`config.mk`:
```
export PLATFORM = sky130hd
export DESIGN_NAME = glue_top
export DESIGN_NICKNAME = d
export VERILOG_FILES = /design/src/design/bus_pkg.sv /design/src/design/board_pkg.sv /design/src/design/bus_sampler.sv /design/src/design/addr_decoder.sv /design/src/design/sys_ctrl_regs.sv /design/src/design/nmi_check.sv /design/src/design/board_outputs.sv /design/src/design/glue_top.sv
export SDC_FILE = /design/constraint.sdc
export NUM_CORES = 1
export LEC_CHECK = 0
export ABC_AREA = 0
export BUFFER_PORTS_ARGS = -buffer_cell sky130_fd_sc_hd__buf_2
export CORE_ASPECT_RATIO = 1.5
export CORE_MARGIN = 5
export CORE_UTILIZATION = 30
export CTS_CLUSTER_SIZE = 24
export DETAILED_ROUTE_END_ITERATION = 6
export GPL_TIMING_DRIVEN = 0
export HOLD_SLACK_MARGIN = 0.12
export PLACE_DENSITY_LB_ADDON = 0.3
export SETUP_SLACK_MARGIN = 0.15
export SLEW_MARGIN = 10
export SYNTH_ARGS = -nofsm -noshare
export SYNTH_HDL_FRONTEND = slang
export SYNTH_HIERARCHICAL = 1
export SYNTH_SLANG_ARGS = --single-unit
export TNS_END_PERCENT = 50
```
`constraint.sdc`:
```
create_clock -name clk -period 1.7 [get_ports clk]
set_clock_uncertainty 0.05 [all_clocks]
set_input_delay 0 -clock clk [delete_from_list [all_inputs] [get_ports clk]]
set_output_delay 0 -clock clk [all_outputs]
set_load 0.005 [all_outputs]
```
`src/design/bus_pkg.sv`:
```
// ~~~~~~~~~~~~~~~~~~~~~~~~~~~~~~~~~~~~~~~~~~~~~~~~~~~~~~~~~
// host bus types for the system board glue
// one sampled 8088 bus cycle per clock
// ~~~~~~~~~~~~~~~~~~~~~~~~~~~~~~~~~~~~~~~~~~~~~~~~~~~~~~~~~
`default_nettype none

package bus_pkg;

   typedef logic [19:0] addr_t;   // 1 MB host address space
   typedef logic [7:0]  data_t;   // 8-bit external data bus

   // one bus cycle as seen on the system side of the bus controller
   // strobes are active high and last a single clock
   typedef struct packed {
      addr_t addr;
      data_t data;
      logic  ior;
      logic  iow;
      logic  memr;
      logic  memw;
      logic  aen;    // dma owns the bus, blocks i/o decode
   } bus_cycle_t;

endpackage

`default_nettype wire

```
`src/design/board_pkg.sv`:
```
// ~~~~~~~~~~~~~~~~~~~~~~~~~~~~~~~~~~~~~~~~~~~~~~~~~~~~~~~~~
// board decode types, port offsets and register bit positions
// ~~~~~~~~~~~~~~~~~~~~~~~~~~~~~~~~~~~~~~~~~~~~~~~~~~~~~~~~~
`default_nettype none

package board_pkg;

   // one bit per i/o port group, group 0 in the msb
   typedef struct packed {
      logic dma;       // 0x000
      logic pic;       // 0x020
      logic pit;       // 0x040
      logic ppi;       // 0x060
      logic dma_pg;    // 0x080
      logic nmi_reg;   // 0x0a0
   } io_sel_t;

   typedef logic [1:0] bank_t;       // 64 KB ram bank
   typedef logic [2:0] rom_chip_t;   // 8 KB rom chip

   typedef struct packed {
      logic      ram_sel;
      bank_t     ram_bank;
      logic      rom_sel;
      rom_chip_t rom_chip;
      logic      rd;        // memory read cycle
   } mem_sel_t;

   // port B fields used outside the register block
   typedef struct packed {
      logic tim2_gate;
      logic spkr_data;
      logic perr_en_n;
      logic iochk_en_n;
   } ctrl_t;

   localparam logic [1:0] PORT_B_OFS       = 2'd1;   // within group 3
   localparam logic [1:0] PORT_C_OFS       = 2'd2;
   localparam logic [3:0] ROM_SEGMENT      = 4'hf;   // address 19..16
   localparam logic [4:0] RAM_TOP_BANK_BIT = 5'd18;  // 19..18 zero for ram

   // status byte (port C)
   localparam logic [2:0] STATUS_PCK_BIT   = 3'd7;
   localparam logic [2:0] STATUS_IOCHK_BIT = 3'd6;
   localparam logic [2:0] STATUS_TIM2_BIT  = 3'd5;

   localparam logic [2:0] NMI_MASK_BIT     = 3'd7;

   // port B byte
   localparam logic [2:0] PB_TIM2_GATE_BIT = 3'd0;
   localparam logic [2:0] PB_SPKR_DATA_BIT = 3'd1;
   localparam logic [2:0] PB_PERR_EN_BIT   = 3'd4;   // active low
   localparam logic [2:0] PB_IOCHK_EN_BIT  = 3'd5;   // active low

endpackage

`default_nettype wire

```
`src/design/bus_sampler.sv`:
```
// ~~~~~~~~~~~~~~~~~~~~~~~~~~~~~~~~~~~~~~~~~~~~~~~~~~~~~~~~~
// bus sampler: registers each host bus cycle and brings the
// asynchronous board inputs into the clock domain
// ~~~~~~~~~~~~~~~~~~~~~~~~~~~~~~~~~~~~~~~~~~~~~~~~~~~~~~~~~
`default_nettype none
`timescale 1ns/100ps

module bus_sampler #(
   parameter int SYNC_STAGES = 2
) (
   input  logic                clk_i,
   input  logic                reset_n_i,
   input  bus_pkg::bus_cycle_t bus_i,
   input  logic                ram_perr_i,
   input  logic                io_ch_ck_n_i,
   input  logic                tim2_out_i,
   output bus_pkg::bus_cycle_t cyc_o,
   output logic                perr_o,
   output logic                iochk_o,
   output logic                tim2_o
);

   bus_pkg::addr_t addr_q;
   bus_pkg::data_t data_q;
   logic [4:0]     strb_q;   // ior, iow, memr, memw, aen

   // each stage carries {tim2, iochk}
   logic [SYNC_STAGES-1:0][1:0] sync_q;

   always_ff @(posedge clk_i or negedge reset_n_i) begin
      if (!reset_n_i) begin
         strb_q <= '0;
         perr_o <= 1'b0;
      end else begin
         strb_q <= {bus_i.ior, bus_i.iow, bus_i.memr, bus_i.memw, bus_i.aen};
         perr_o <= ram_perr_i;   // travels with its cycle
      end
   end

   always_ff @(posedge clk_i) begin
      addr_q <= bus_i.addr;
      data_q <= bus_i.data;
   end

   assign cyc_o = {addr_q, data_q, strb_q};   // same order as bus_cycle_t

   // channel check inverted on entry so the chain is active high
   always_ff @(posedge clk_i or negedge reset_n_i) begin
      if (!reset_n_i) begin
         sync_q <= '0;
      end else begin
         sync_q <= {sync_q[SYNC_STAGES-2:0], {tim2_out_i, ~io_ch_ck_n_i}};
      end
   end

   assign iochk_o = sync_q[SYNC_STAGES-1][0];
   assign tim2_o  = sync_q[SYNC_STAGES-1][1];

endmodule

`default_nettype wire

```
`src/design/addr_decoder.sv`:
```
// ~~~~~~~~~~~~~~~~~~~~~~~~~~~~~~~~~~~~~~~~~~~~~~~~~~~~~~~~~
// address decoder: i/o port groups, ram banks and rom chips
// ~~~~~~~~~~~~~~~~~~~~~~~~~~~~~~~~~~~~~~~~~~~~~~~~~~~~~~~~~
`default_nettype none
`timescale 1ns/100ps

module addr_decoder (
   input  logic                clk_i,
   input  logic                reset_n_i,
   input  bus_pkg::bus_cycle_t cyc_i,
   input  logic                perr_i,
   output board_pkg::io_sel_t  io_sel_o,
   output board_pkg::mem_sel_t mem_sel_o,
   output bus_pkg::bus_cycle_t cyc_o,
   output logic                perr_rd_o
);

   board_pkg::io_sel_t  io_sel_c;
   board_pkg::mem_sel_t mem_sel_c;
   logic                io_en;
   logic                rom_hit;
   logic                ram_hit;

   // only bits 9..5 take part, so every port aliases within its group
   assign io_en = (cyc_i.addr[9:8] == 2'b00) && !cyc_i.aen && (cyc_i.ior || cyc_i.iow);

   assign rom_hit = cyc_i.memr && (cyc_i.addr[19:16] == board_pkg::ROM_SEGMENT);
   assign ram_hit = (cyc_i.memr || cyc_i.memw)
                    && (cyc_i.addr[19:board_pkg::RAM_TOP_BANK_BIT] == '0);

   always_comb begin
      io_sel_c = '0;
      if (io_en) begin
         case (cyc_i.addr[7:5])
            3'd0:    io_sel_c.dma     = 1'b1;
            3'd1:    io_sel_c.pic     = 1'b1;
            3'd2:    io_sel_c.pit     = 1'b1;
            3'd3:    io_sel_c.ppi     = 1'b1;
            3'd4:    io_sel_c.dma_pg  = 1'b1;
            3'd5:    io_sel_c.nmi_reg = 1'b1;
            default: io_sel_c         = '0;   // 0x0c0 and 0x0e0 are free
         endcase
      end
   end

   always_comb begin
      mem_sel_c.ram_sel  = ram_hit;
      mem_sel_c.ram_bank = cyc_i.addr[17:16];
      mem_sel_c.rom_sel  = rom_hit;
      mem_sel_c.rom_chip = cyc_i.addr[15:13];
      mem_sel_c.rd       = cyc_i.memr;
   end

   always_ff @(posedge clk_i or negedge reset_n_i) begin
      if (!reset_n_i) begin
         io_sel_o  <= '0;
         mem_sel_o <= '0;
         perr_rd_o <= 1'b0;
      end else begin
         io_sel_o  <= io_sel_c;
         mem_sel_o <= mem_sel_c;
         perr_rd_o <= mem_sel_c.ram_sel && mem_sel_c.rd && perr_i;   // parity only on reads
      end
   end

   // cycle follows its decode for the register block
   always_ff @(posedge clk_i) begin
      cyc_o <= cyc_i;
   end

   // ranges must not overlap, and one i/o group per cycle
   assert property (@(posedge clk_i) disable iff (!reset_n_i)
      $onehot0(io_sel_o) && !(mem_sel_o.rom_sel && mem_sel_o.ram_sel))
      else $error("addr_decoder: more than one select active");

endmodule

`default_nettype wire

```
`src/design/sys_ctrl_regs.sv`:
```
// ~~~~~~~~~~~~~~~~~~~~~~~~~~~~~~~~~~~~~~~~~~~~~~~~~~~~~~~~~
// system control port B, nmi mask and port read mux
// ~~~~~~~~~~~~~~~~~~~~~~~~~~~~~~~~~~~~~~~~~~~~~~~~~~~~~~~~~
`default_nettype none
`timescale 1ns/100ps

module sys_ctrl_regs (
   input  logic                clk_i,
   input  logic                reset_n_i,
   input  bus_pkg::bus_cycle_t cyc_i,
   input  board_pkg::io_sel_t  io_sel_i,
   input  logic                pck_i,
   input  logic                iochk_i,
   input  logic                tim2_i,
   output board_pkg::ctrl_t    ctrl_o,
   output logic                nmi_mask_o,
   output bus_pkg::data_t      rd_data_o,
   output logic                rd_hit_o
);

   bus_pkg::data_t port_b_q;
   bus_pkg::data_t status;
   logic           ofs_b;
   logic           ofs_c;
   logic           pb_wr;
   logic           mask_wr;

   assign ofs_b = (cyc_i.addr[1:0] == board_pkg::PORT_B_OFS);
   assign ofs_c = (cyc_i.addr[1:0] == board_pkg::PORT_C_OFS);

   assign pb_wr   = io_sel_i.ppi && cyc_i.iow && ofs_b;
   assign mask_wr = io_sel_i.nmi_reg && cyc_i.iow;   // any offset in group 5

   always_ff @(posedge clk_i or negedge reset_n_i) begin
      if (!reset_n_i) begin
         port_b_q   <= '0;     // both checks enabled
         nmi_mask_o <= 1'b0;
      end else begin
         if (pb_wr) begin
            port_b_q <= cyc_i.data;
         end
         if (mask_wr) begin
            nmi_mask_o <= cyc_i.data[board_pkg::NMI_MASK_BIT];
         end
      end
   end

   always_comb begin
      ctrl_o.tim2_gate  = port_b_q[board_pkg::PB_TIM2_GATE_BIT];
      ctrl_o.spkr_data  = port_b_q[board_pkg::PB_SPKR_DATA_BIT];
      ctrl_o.perr_en_n  = port_b_q[board_pkg::PB_PERR_EN_BIT];
      ctrl_o.iochk_en_n = port_b_q[board_pkg::PB_IOCHK_EN_BIT];
   end

   // port C, unused bits read as zero
   always_comb begin
      status                               = '0;
      status[board_pkg::STATUS_PCK_BIT]    = pck_i;
      status[board_pkg::STATUS_IOCHK_BIT]  = iochk_i;
      status[board_pkg::STATUS_TIM2_BIT]   = tim2_i;
      rd_data_o = ofs_b ? port_b_q : status;
   end

   assign rd_hit_o = io_sel_i.ppi && cyc_i.ior && (ofs_b || ofs_c);

   // the bus controller never issues ior and iow in one cycle
   assert property (@(posedge clk_i) disable iff (!reset_n_i)
      rd_hit_o |-> !cyc_i.iow)
      else $error("sys_ctrl_regs: port read overlaps a write strobe");

endmodule

`default_nettype wire

```
`src/design/nmi_check.sv`:
```
// ~~~~~~~~~~~~~~~~~~~~~~~~~~~~~~~~~~~~~~~~~~~~~~~~~~~~~~~~~
// parity and i/o channel check latches, nmi request
// ~~~~~~~~~~~~~~~~~~~~~~~~~~~~~~~~~~~~~~~~~~~~~~~~~~~~~~~~~
`default_nettype none
`timescale 1ns/100ps

module nmi_check (
   input  logic             clk_i,
   input  logic             reset_n_i,
   input  logic             perr_rd_i,
   input  logic             iochk_i,
   input  board_pkg::ctrl_t ctrl_i,
   input  logic             nmi_mask_i,
   output logic             pck_o,
   output logic             iochk_o,
   output logic             nmi_o
);

   // enable high holds a latch clear, low lets an error set it
   always_ff @(posedge clk_i or negedge reset_n_i) begin
      if (!reset_n_i) begin
         pck_o   <= 1'b0;
         iochk_o <= 1'b0;
      end else begin
         if (ctrl_i.perr_en_n) begin
            pck_o <= 1'b0;
         end else if (perr_rd_i) begin
            pck_o <= 1'b1;
         end

         if (ctrl_i.iochk_en_n) begin
            iochk_o <= 1'b0;
         end else if (iochk_i) begin
            iochk_o <= 1'b1;   // card pulled io_ch_ck low
         end
      end
   end

   // registered again on the pin side
   assign nmi_o = nmi_mask_i && (pck_o || iochk_o);

endmodule

`default_nettype wire

```
`src/design/board_outputs.sv`:
```
// ~~~~~~~~~~~~~~~~~~~~~~~~~~~~~~~~~~~~~~~~~~~~~~~~~~~~~~~~~
// output pins: active-low selects, read data, speaker, nmi
// ~~~~~~~~~~~~~~~~~~~~~~~~~~~~~~~~~~~~~~~~~~~~~~~~~~~~~~~~~
`default_nettype none
`timescale 1ns/100ps

module board_outputs (
   input  logic                clk_i,
   input  logic                reset_n_i,
   input  board_pkg::io_sel_t  io_sel_i,
   input  board_pkg::mem_sel_t mem_sel_i,
   input  bus_pkg::data_t      rd_data_i,
   input  logic                rd_hit_i,
   input  board_pkg::ctrl_t    ctrl_i,
   input  logic                tim2_i,
   input  logic                nmi_i,
   output logic [5:0]          io_cs_n_o,   // dma in bit 5 down to nmi_reg in bit 0
   output logic [3:0]          ras_n_o,
   output logic [3:0]          cas_n_o,
   output logic [7:0]          rom_cs_n_o,
   output bus_pkg::data_t      rd_data_o,
   output logic                rd_valid_o,
   output logic                spkr_o,
   output logic                tim2_gate_o,
   output logic                nmi_o
);

   logic [3:0] ram_cold;
   logic [7:0] rom_cold;

   always_comb begin
      ram_cold = '1;
      rom_cold = '1;
      if (mem_sel_i.ram_sel) begin
         ram_cold[mem_sel_i.ram_bank] = 1'b0;
      end
      if (mem_sel_i.rom_sel) begin
         rom_cold[mem_sel_i.rom_chip] = 1'b0;
      end
   end

   always_ff @(posedge clk_i or negedge reset_n_i) begin
      if (!reset_n_i) begin
         io_cs_n_o   <= '1;
         ras_n_o     <= '1;
         cas_n_o     <= '1;
         rom_cs_n_o  <= '1;
         rd_valid_o  <= 1'b0;
         spkr_o      <= 1'b0;
         tim2_gate_o <= 1'b0;
         nmi_o       <= 1'b0;
      end else begin
         io_cs_n_o   <= ~io_sel_i;
         ras_n_o     <= ram_cold;
         cas_n_o     <= ram_cold;   // no ras-to-cas delay
         rom_cs_n_o  <= rom_cold;
         rd_valid_o  <= rd_hit_i;
         spkr_o      <= tim2_i && ctrl_i.spkr_data;
         tim2_gate_o <= ctrl_i.tim2_gate;
         nmi_o       <= nmi_i;
      end
   end

   always_ff @(posedge clk_i) begin
      rd_data_o <= rd_data_i;   // qualified by rd_valid_o
   end

   assert property (@(posedge clk_i) disable iff (!reset_n_i)
      $onehot0(~ras_n_o))
      else $error("board_outputs: more than one ram bank strobed");

endmodule

`default_nettype wire

```
`src/design/glue_top.sv`:
```
// ~~~~~~~~~~~~~~~~~~~~~~~~~~~~~~~~~~~~~~~~~~~~~~~~~~~~~~~~~
// system board glue controller, top level
// ~~~~~~~~~~~~~~~~~~~~~~~~~~~~~~~~~~~~~~~~~~~~~~~~~~~~~~~~~
`default_nettype none
`timescale 1ns/100ps

module glue_top #(
   parameter int SYNC_STAGES = 2
) (
   input  logic                clk,
   input  logic                reset_n,
   input  bus_pkg::bus_cycle_t bus_i,
   input  logic                ram_perr_i,
   input  logic                io_ch_ck_n_i,   // async
   input  logic                tim2_out_i,     // async
   output logic [5:0]          io_cs_n_o,
   output logic [3:0]          ras_n_o,
   output logic [3:0]          cas_n_o,
   output logic [7:0]          rom_cs_n_o,
   output bus_pkg::data_t      rd_data_o,
   output logic                rd_valid_o,
   output logic                spkr_o,
   output logic                tim2_gate_o,
   output logic                nmi_o
);

   bus_pkg::bus_cycle_t cyc_s;
   bus_pkg::bus_cycle_t cyc_d;
   logic                perr_s;
   logic                iochk_s;
   logic                tim2_s;
   board_pkg::io_sel_t  io_sel_d;
   board_pkg::mem_sel_t mem_sel_d;
   logic                perr_rd_d;
   board_pkg::ctrl_t    ctrl;
   logic                nmi_mask;
   bus_pkg::data_t      rd_data_c;
   logic                rd_hit_c;
   logic                pck;
   logic                iochk;
   logic                nmi_c;

   bus_sampler #(
      .SYNC_STAGES (SYNC_STAGES)
   ) u_bus_sampler (
      .clk_i        (clk),
      .reset_n_i    (reset_n),
      .bus_i        (bus_i),
      .ram_perr_i   (ram_perr_i),
      .io_ch_ck_n_i (io_ch_ck_n_i),
      .tim2_out_i   (tim2_out_i),
      .cyc_o        (cyc_s),
      .perr_o       (perr_s),
      .iochk_o      (iochk_s),
      .tim2_o       (tim2_s)
   );

   addr_decoder u_addr_decoder (
      .clk_i     (clk),
      .reset_n_i (reset_n),
      .cyc_i     (cyc_s),
      .perr_i    (perr_s),
      .io_sel_o  (io_sel_d),
      .mem_sel_o (mem_sel_d),
      .cyc_o     (cyc_d),
      .perr_rd_o (perr_rd_d)
   );

   sys_ctrl_regs u_sys_ctrl_regs (
      .clk_i      (clk),
      .reset_n_i  (reset_n),
      .cyc_i      (cyc_d),
      .io_sel_i   (io_sel_d),
      .pck_i      (pck),
      .iochk_i    (iochk),
      .tim2_i     (tim2_s),
      .ctrl_o     (ctrl),
      .nmi_mask_o (nmi_mask),
      .rd_data_o  (rd_data_c),
      .rd_hit_o   (rd_hit_c)
   );

   nmi_check u_nmi_check (
      .clk_i      (clk),
      .reset_n_i  (reset_n),
      .perr_rd_i  (perr_rd_d),
      .iochk_i    (iochk_s),
      .ctrl_i     (ctrl),
      .nmi_mask_i (nmi_mask),
      .pck_o      (pck),
      .iochk_o    (iochk),
      .nmi_o      (nmi_c)
   );

   board_outputs u_board_outputs (
      .clk_i       (clk),
      .reset_n_i   (reset_n),
      .io_sel_i    (io_sel_d),
      .mem_sel_i   (mem_sel_d),
      .rd_data_i   (rd_data_c),
      .rd_hit_i    (rd_hit_c),
      .ctrl_i      (ctrl),
      .tim2_i      (tim2_s),
      .nmi_i       (nmi_c),
      .io_cs_n_o   (io_cs_n_o),
      .ras_n_o     (ras_n_o),
      .cas_n_o     (cas_n_o),
      .rom_cs_n_o  (rom_cs_n_o),
      .rd_data_o   (rd_data_o),
      .rd_valid_o  (rd_valid_o),
      .spkr_o      (spkr_o),
      .tim2_gate_o (tim2_gate_o),
      .nmi_o       (nmi_o)
   );

endmodule

`default_nettype wire

```
==> flow_summary_export.csv, run 1 <==
group,metric,value,unit
final_layout,nets,318,
drt,post-route-drc-count,0,
timing,setup_violations,0,
timing,maxSlewViolCount,0,
timing,slew_headroom,0.511,
worst_setup_path,cp-startpoint,"u_addr_decoder/cyc_o[14]",
worst_setup_path,end_kind,"register",
worst_setup_path,crit_chain,"inv_1 -> ha_1 -> nand3_4 -> mux2_2",
pwr,irDropWorstVdd,0.543,mV
global_route,grt_pass1_vias,1673,
floorplan,start_util,0.307,
drt,vias,1585,
floorplan,fp.dieW,89.7,µm
drt,drt_iter0_markers,12,
drt,firstDrtPassIters,3,
clock_network,cts_sinks,99,
clock_network,post_cts_resized,0,
final_layout,insertedDiodeCount,0,
worst_setup_path,required,1.86,ns
floorplan,dieArea,11600,µm²
timing,fmax,738,MHz
placed_design,place_hpwl,3120,µm
clock_network,cts_tree,"yes",
clock_network,cts.htree.levels,3,
final_layout,drive_above_1_share,0.435,
final_layout,synthToLayoutAreaGrowth,38.1,%
global_route,grt_pass1_wl,7960,µm
clock_network,cts_buffers,9,
synth,avgSynthCellArea,16.7,µm²
global_route,globalRouteOverflowTotal,0,
worst_setup_path,criticalPathCategory,"register to register",
status,outcome,"completed",
drt,wirelength,4770,µm
synth,synth_area,2860,µm²
worst_setup_path,arrival,1.51,ns
drt,ant_nets,0,
worst_setup_path,reg2reg_from,"u_addr_decoder/cyc_o[14]",
synth,syn-num-nets,211,
clock_network,clockBufferDepth,2,
floorplan,die_h,130,µm
clock_network,path_clk_slew,0.06,ns
floorplan,num_rows,43,
drt,viasPerCell,4.01,
timing,period_needed,1.36,ns
timing,fin_tns_setup,0,ns
placed_design,portBuffers,65,
synth,synth_cells,171,
global_route,grt_use_total,0.0889,
global_route,grt_max_degree,58,
global_route,antenna_found_initial,0,
floorplan,io_pins,72,
floorplan,core,9310,µm²
placed_design,gp_congestion,0.712,
timing,worst_pin_slew,0.733,ns
worst_setup_path,cp_max_fo,8,
pwr,leakagePower,1.76,nW
synth,ys.warnings.count,6,
worst_setup_path,start_kind,"register",
worst_setup_path,slowest_stage,"mux2_2",
worst_setup_path,slowest_delay,0.32,ns
hold_path,hold_class,"primary input to asynchronous set/reset pin",
timing,hold_violations,0,
timing,fin_crit_sh,0.797,
pwr,power,4.79,mW
timing,rsz0062_at_grt,"false",
pwr,powerDensity,1210,nW/µm²
clock_network,clkLatencyLatePin,0.32,ns
job,drv_cap,0,
drt,wl_per_cell,12.1,µm
clock_network,root_buffer,"clkbuf_16",
==> sequential cells by signal, summed over array words and instances, names as in the netlist, 6 cells and up <==
register                    flops
u_board_outputs/io_cs_n_o       6
u_sys_ctrl_regs/port_b_q        8
u_bus_sampler/data_q            8
u_addr_decoder/io_sel_o         6
u_board_outputs/rd_data_o       8
u_board_outputs/rom_cs_n_o      8
u_addr_decoder/mem_sel_o        7
u_addr_decoder/cyc_o           12
u_bus_sampler/addr_q           14
==> where the power goes <==
part           switching (mW)  internal [mW]  total (mW)
clock network           0.790           1.28        2.07
logic                  0.0785          0.131       0.210
registers              0.0520           2.45        2.50
==> cell type report <==
| class | count | area, µm² |
|---|---|---|
| fillers | 862 | 5360 |
| multi-input cells | 56 | 480 |
| clock inverters | 5 | 77.6 |
| repair buffers | 96 | 638 |
| clock buffers | 11 | 233 |
| inverters | 8 | 30.0 |
| flip-flops and latches | 99 | 2290 |
| well taps | 112 | 140 |
| plain buffers | 8 | 60.1 |
==> cell usage in the layout (no fill, tap or decap), types with 3 or more instances in the layout <==
| master | n |
|---|---|
| nor2_1 | 4 |
| mux2_2 | 12 |
| and2_1 | 6 |
| buf_2 | 64 |
| nand4bb_1 | 3 |
| dfxtp_1 | 42 |
| inv_1 | 8 |
| nand2_1 | 5 |
| dlygate4sd3_1 | 31 |
| nand4b_1 | 3 |
| buf_4 | 9 |
| dfstp_2 | 18 |
| nor3_1 | 3 |
| clkbuf_16 | 9 |
| dfrtp_1 | 39 |
==> per-stage QoR <==
| step | util | instance area [µm²] | instances | hold slack (ns) | setup WS (ns) |
|---|---|---|---|---|---|
| after floorplan | - | 2860 | 171 | -0.346 | 0.462 |
| after global placement | 0.357 | 3330 | 348 | 0.0522 | 0.342 |
| after detailed placement | 0.358 | 3330 | 348 | 0.0536 | 0.305 |
| after CTS | 0.424 | 3950 | 395 | 0.233 | 0.294 |
| after global routing | 0.424 | 3950 | 395 | 0.238 | 0.274 |
| final | 0.424 | 3950 | 395 | 0.234 | 0.344 |
==> what timing repair did <==
item,in CTS,in global routing
hold endpoints to repair,85,0
hold buffers,31,0
setup buffers,0,0
==> critical path, delay by kind of cell (launching register included) <==
family                     cells  cell delay (ns)
muxes                          1             0.32
DFF                            1             0.30
adders and majority gates      1             0.30
and+or+nand+nor                1             0.20
buffers and inverters          1             0.06
==> worst paths after layout <==
path,end,slack (ns),depth (start not counted)
min,u_sys_ctrl_regs/port_b_q[0],0.23,2
min in group clk,u_bus_sampler/data_q[5],0.25,2
max reg2reg,u_sys_ctrl_regs/port_b_q[3],0.34,4
max,u_sys_ctrl_regs/port_b_q[3],0.34,4
max in group asynchronous,u_addr_decoder/mem_sel_o[4],0.89,2
min reg2reg,u_addr_decoder/cyc_o[8],0.28,0
==> layer usage <==
metal / track usage / up-vias / part of all wire
li1: - / 775 / -
met1: 0.0885 / 755 / 0.37
met2: 0.156 / 48 / 0.54
met3: 0.0383 / 7 / 0.069
met4: 0.0489 / 0 / 0.020
met5: 0 / - / 0
(Power assumes the default switching activity.)
==> run 2, diff against run 1 <==
==> constraint.sdc (replaced) <==
create_clock -name clk -period 1.4 [get_ports clk]
set_clock_uncertainty 0.05 [all_clocks]
set_input_delay 0 -clock clk [delete_from_list [all_inputs] [get_ports clk]]
set_output_delay 0 -clock clk [all_outputs]
set_load 0.005 [all_outputs]
==> run 2 against run 1 <==
  * Cell count is 0.51% higher
  * Core utilization is 0.79 points higher
  * Die area stayed put
  * Sequential power is 22% higher
  * Sequential share of layout area is 1.0 points lower
  * Critical path depth is 2 lower
  * Routed wire length is 1.7% higher
  * Setup slack worse by 0.22 ns
  * Register-to-register slack worse by 0.22 ns
  * Power is 22% higher
  * Cell area is 1.9% higher
  * Non-clock buffer count is 2 higher
  * Largest power group unchanged
  * Highest routed layer unchanged
==> flow_summary_export.csv, run 2 (same netlist as run 1, synthesis figures left out) <==
group,metric,value,unit
status,outcome,"completed",
floorplan,dieArea,11600,µm²
drt,drt_iter0_markers,9,
placed_design,portBuffers,65,
drt,wl_per_cell,12.2,µm
pwr,p_int,4.70,mW
final_layout,largest_reg_flops,14,
worst_setup_path,cp-startpoint,"u_bus_sampler/addr_q[9]",
hold_path,hold_class,"primary input to asynchronous set/reset pin",
drt,post-route-drc-count,0,
final_layout,multi_input_area,538,µm²
timing,worst_pin_slew,0.735,ns
timing,setup_violations,0,
drt,ant_nets,0,
pwr,leakagePower,1.78,nW
worst_setup_path,slowest_delay,0.60,ns
pwr,combPwrFrac,0.046,
timing,fin_crit_sh,0.912,
drt,vias,1598,
clock_network,cts.htree.levels,3,
placed_design,place_hpwl,3120,µm
pwr,p_sw_frac,0.193,
worst_setup_path,reg2reg_from,"u_bus_sampler/addr_q[9]",
clock_network,path_clk_slew,0.06,ns
worst_setup_path,end_kind,"register",
placed_design,gp_congestion,0.712,
drt,wirelength,4850,µm
final_layout,final_common_cell,"buf_2",
floorplan,num_rows,43,
floorplan,die_h,130,µm
global_route,grt_use_total,0.0894,
global_route,grt_pass1_vias,1678,
final_layout,reg_top3,"u_bus_sampler/addr_q x14, u_addr_decoder/cyc_o x12",
drt,viasPerCell,4.03,
timing,slew_headroom,0.510,
final_layout,largest_register,"u_bus_sampler/addr_q",
floorplan,start_util,0.307,
timing,hold_violations,0,
pwr,powerDensity,1450,nW/µm²
clock_network,cts_sinks,99,
worst_setup_path,cp_max_fo,4,
worst_setup_path,crit_end,"u_addr_decoder/io_sel_o[1]",
worst_setup_path,required,1.59,ns
global_route,globalRouteOverflowTotal,0,
worst_setup_path,criticalPathCategory,"register to register",
worst_setup_path,path_buf_inv,0,
timing,rsz0062_at_grt,"true",
pwr,p_sw,1.13,mW
global_route,grt_max_degree,58,
final_layout,layout_common_cells,"buf_2 (64), dfxtp_1 (41), dfrtp_1 (39)",
clock_network,cts_tree,"yes",
final_layout,fillers,853,
clock_network,cts_buffers,9,
final_layout,post-route-util,0.432,
final_layout,insertedDiodeCount,0,
final_layout,seqCellArea,2290,µm²
pwr,irDropWorstVdd,0.661,mV
timing,fmax,783,MHz
clock_network,root_buffer,"clkbuf_16",
worst_setup_path,r2r_slack,0.12,ns
final_layout,synthToLayoutAreaGrowth,40.6,%
timing,period_needed,1.28,ns
job,drv_cap,0,
pwr,pwr-share-seq,0.522,
timing,fin_tns_setup,0,ns
final_layout,nets,320,
worst_setup_path,arrival,1.46,ns
global_route,grt_pass1_wl,8010,µm
floorplan,core,9310,µm²
worst_setup_path,slowest_stage,"or4_4",
final_layout,drive_above_1_share,0.460,
worst_setup_path,reg2regPathDepth,2,
global_route,antenna_found_initial,0,
clock_network,clkLatencyLatePin,0.32,ns
worst_setup_path,cp_top_family,"simple AND/OR/NAND/NOR gates",
floorplan,io_pins,72,
floorplan,fp.dieW,89.7,µm
worst_setup_path,critical_path_depth,2,
clock_network,clockBufferDepth,2,
worst_setup_path,start_kind,"register",
worst_setup_path,r2r-end,"u_addr_decoder/io_sel_o[1]",
pwr,power.share.clock,0.432,
drt,firstDrtPassIters,3,
timing,maxSlewViolCount,0,
worst_setup_path,crit_chain,"or4_4 -> nor4b_4",
## run 2: cell count changes in the layout (fill, tap and decap cells not counted), sizes merged
cell,delta
buf,+2
## run 2: per-stage QoR
| stage | setup slack (ns) | cells | power (mW) | hold WS [ns] | cell area [µm²] |
|---|---|---|---|---|---|
| floorplan | 0.162 | 171 | 3.15 | -0.346 | 2860 |
| global placement | 0.0424 | 348 | 3.28 | 0.0522 | 3330 |
| detailed placement | 0.00543 | 348 | 3.29 | 0.0536 | 3330 |
| CTS | 0.0971 | 395 | 5.92 | 0.233 | 3970 |
| global route | 0.106 | 397 | 6.09 | 0.238 | 4020 |
| finish | 0.123 | 397 | 5.83 | 0.235 | 4020 |
## run 2: cell type report
cell class,instances,area share
Clock inverter,5,0.0193
Clock buffer,11,0.0579
Timing Repair Buffer,98,0.162
Multi-Input combinational cell,56,0.134
Tap cell,112,0.0348
Buffer,8,0.0149
Inverter,8,0.00747
Sequential cell,99,0.570
## run 2: worst register-to-register path: cells and delay by family (launching register included)
family	cells	cell delay (ns)
DFF	1	0.31
and+or+nand+nor	2	0.83
## run 2: worst min-delay path by stage
stage,cells past startpoint,end,from,slack (ns)
detailed placement,1,u_bus_sampler/addr_q[1],bus_i[14],0.05
finish,2,u_sys_ctrl_regs/port_b_q[0],reset_n,0.23
global placement,1,u_bus_sampler/addr_q[6],bus_i[19],0.05
CTS,2,u_bus_sampler/addr_q[5],bus_i[18],0.23
floorplan,0,u_addr_decoder/io_sel_o[0],reset_n,-0.35
global route,2,u_bus_sampler/addr_q[5],bus_i[18],0.24
## run 2: routing by layer
metal	track usage	share of wire	vias to the layer above
li1	-	-	779
met1	0.0892	0.37	764
met3	0.0383	0.068	7
met5	0	0	-
met4	0.0489	0.020	0
met2	0.156	0.54	48
## run 2: power groups by stage
| stage | Clock (mW) | Sequential, mW | Combinational, mW |
|---|---|---|---|
| floorplan | 0 | 3.08 | 0.0737 |
| global placement | 0 | 3.09 | 0.190 |
| detailed placement | 0 | 3.09 | 0.195 |
| CTS | 2.62 | 3.04 | 0.266 |
| global route | 2.73 | 3.06 | 0.302 |
| finish | 2.52 | 3.04 | 0.268 |
## run 2: timing repair
| action | 4_1_cts | 5_1_grt |
|---|---|---|
| resized for setup | 4 | 6 |
| hold buffers | 31 | 0 |
| endpoints found under the setup margin | 13 | 13 |
| buffers inserted | 0 | 2 |
| endpoints found under the hold margin | 85 | 0 |
| pin swaps | 0 | 4 |
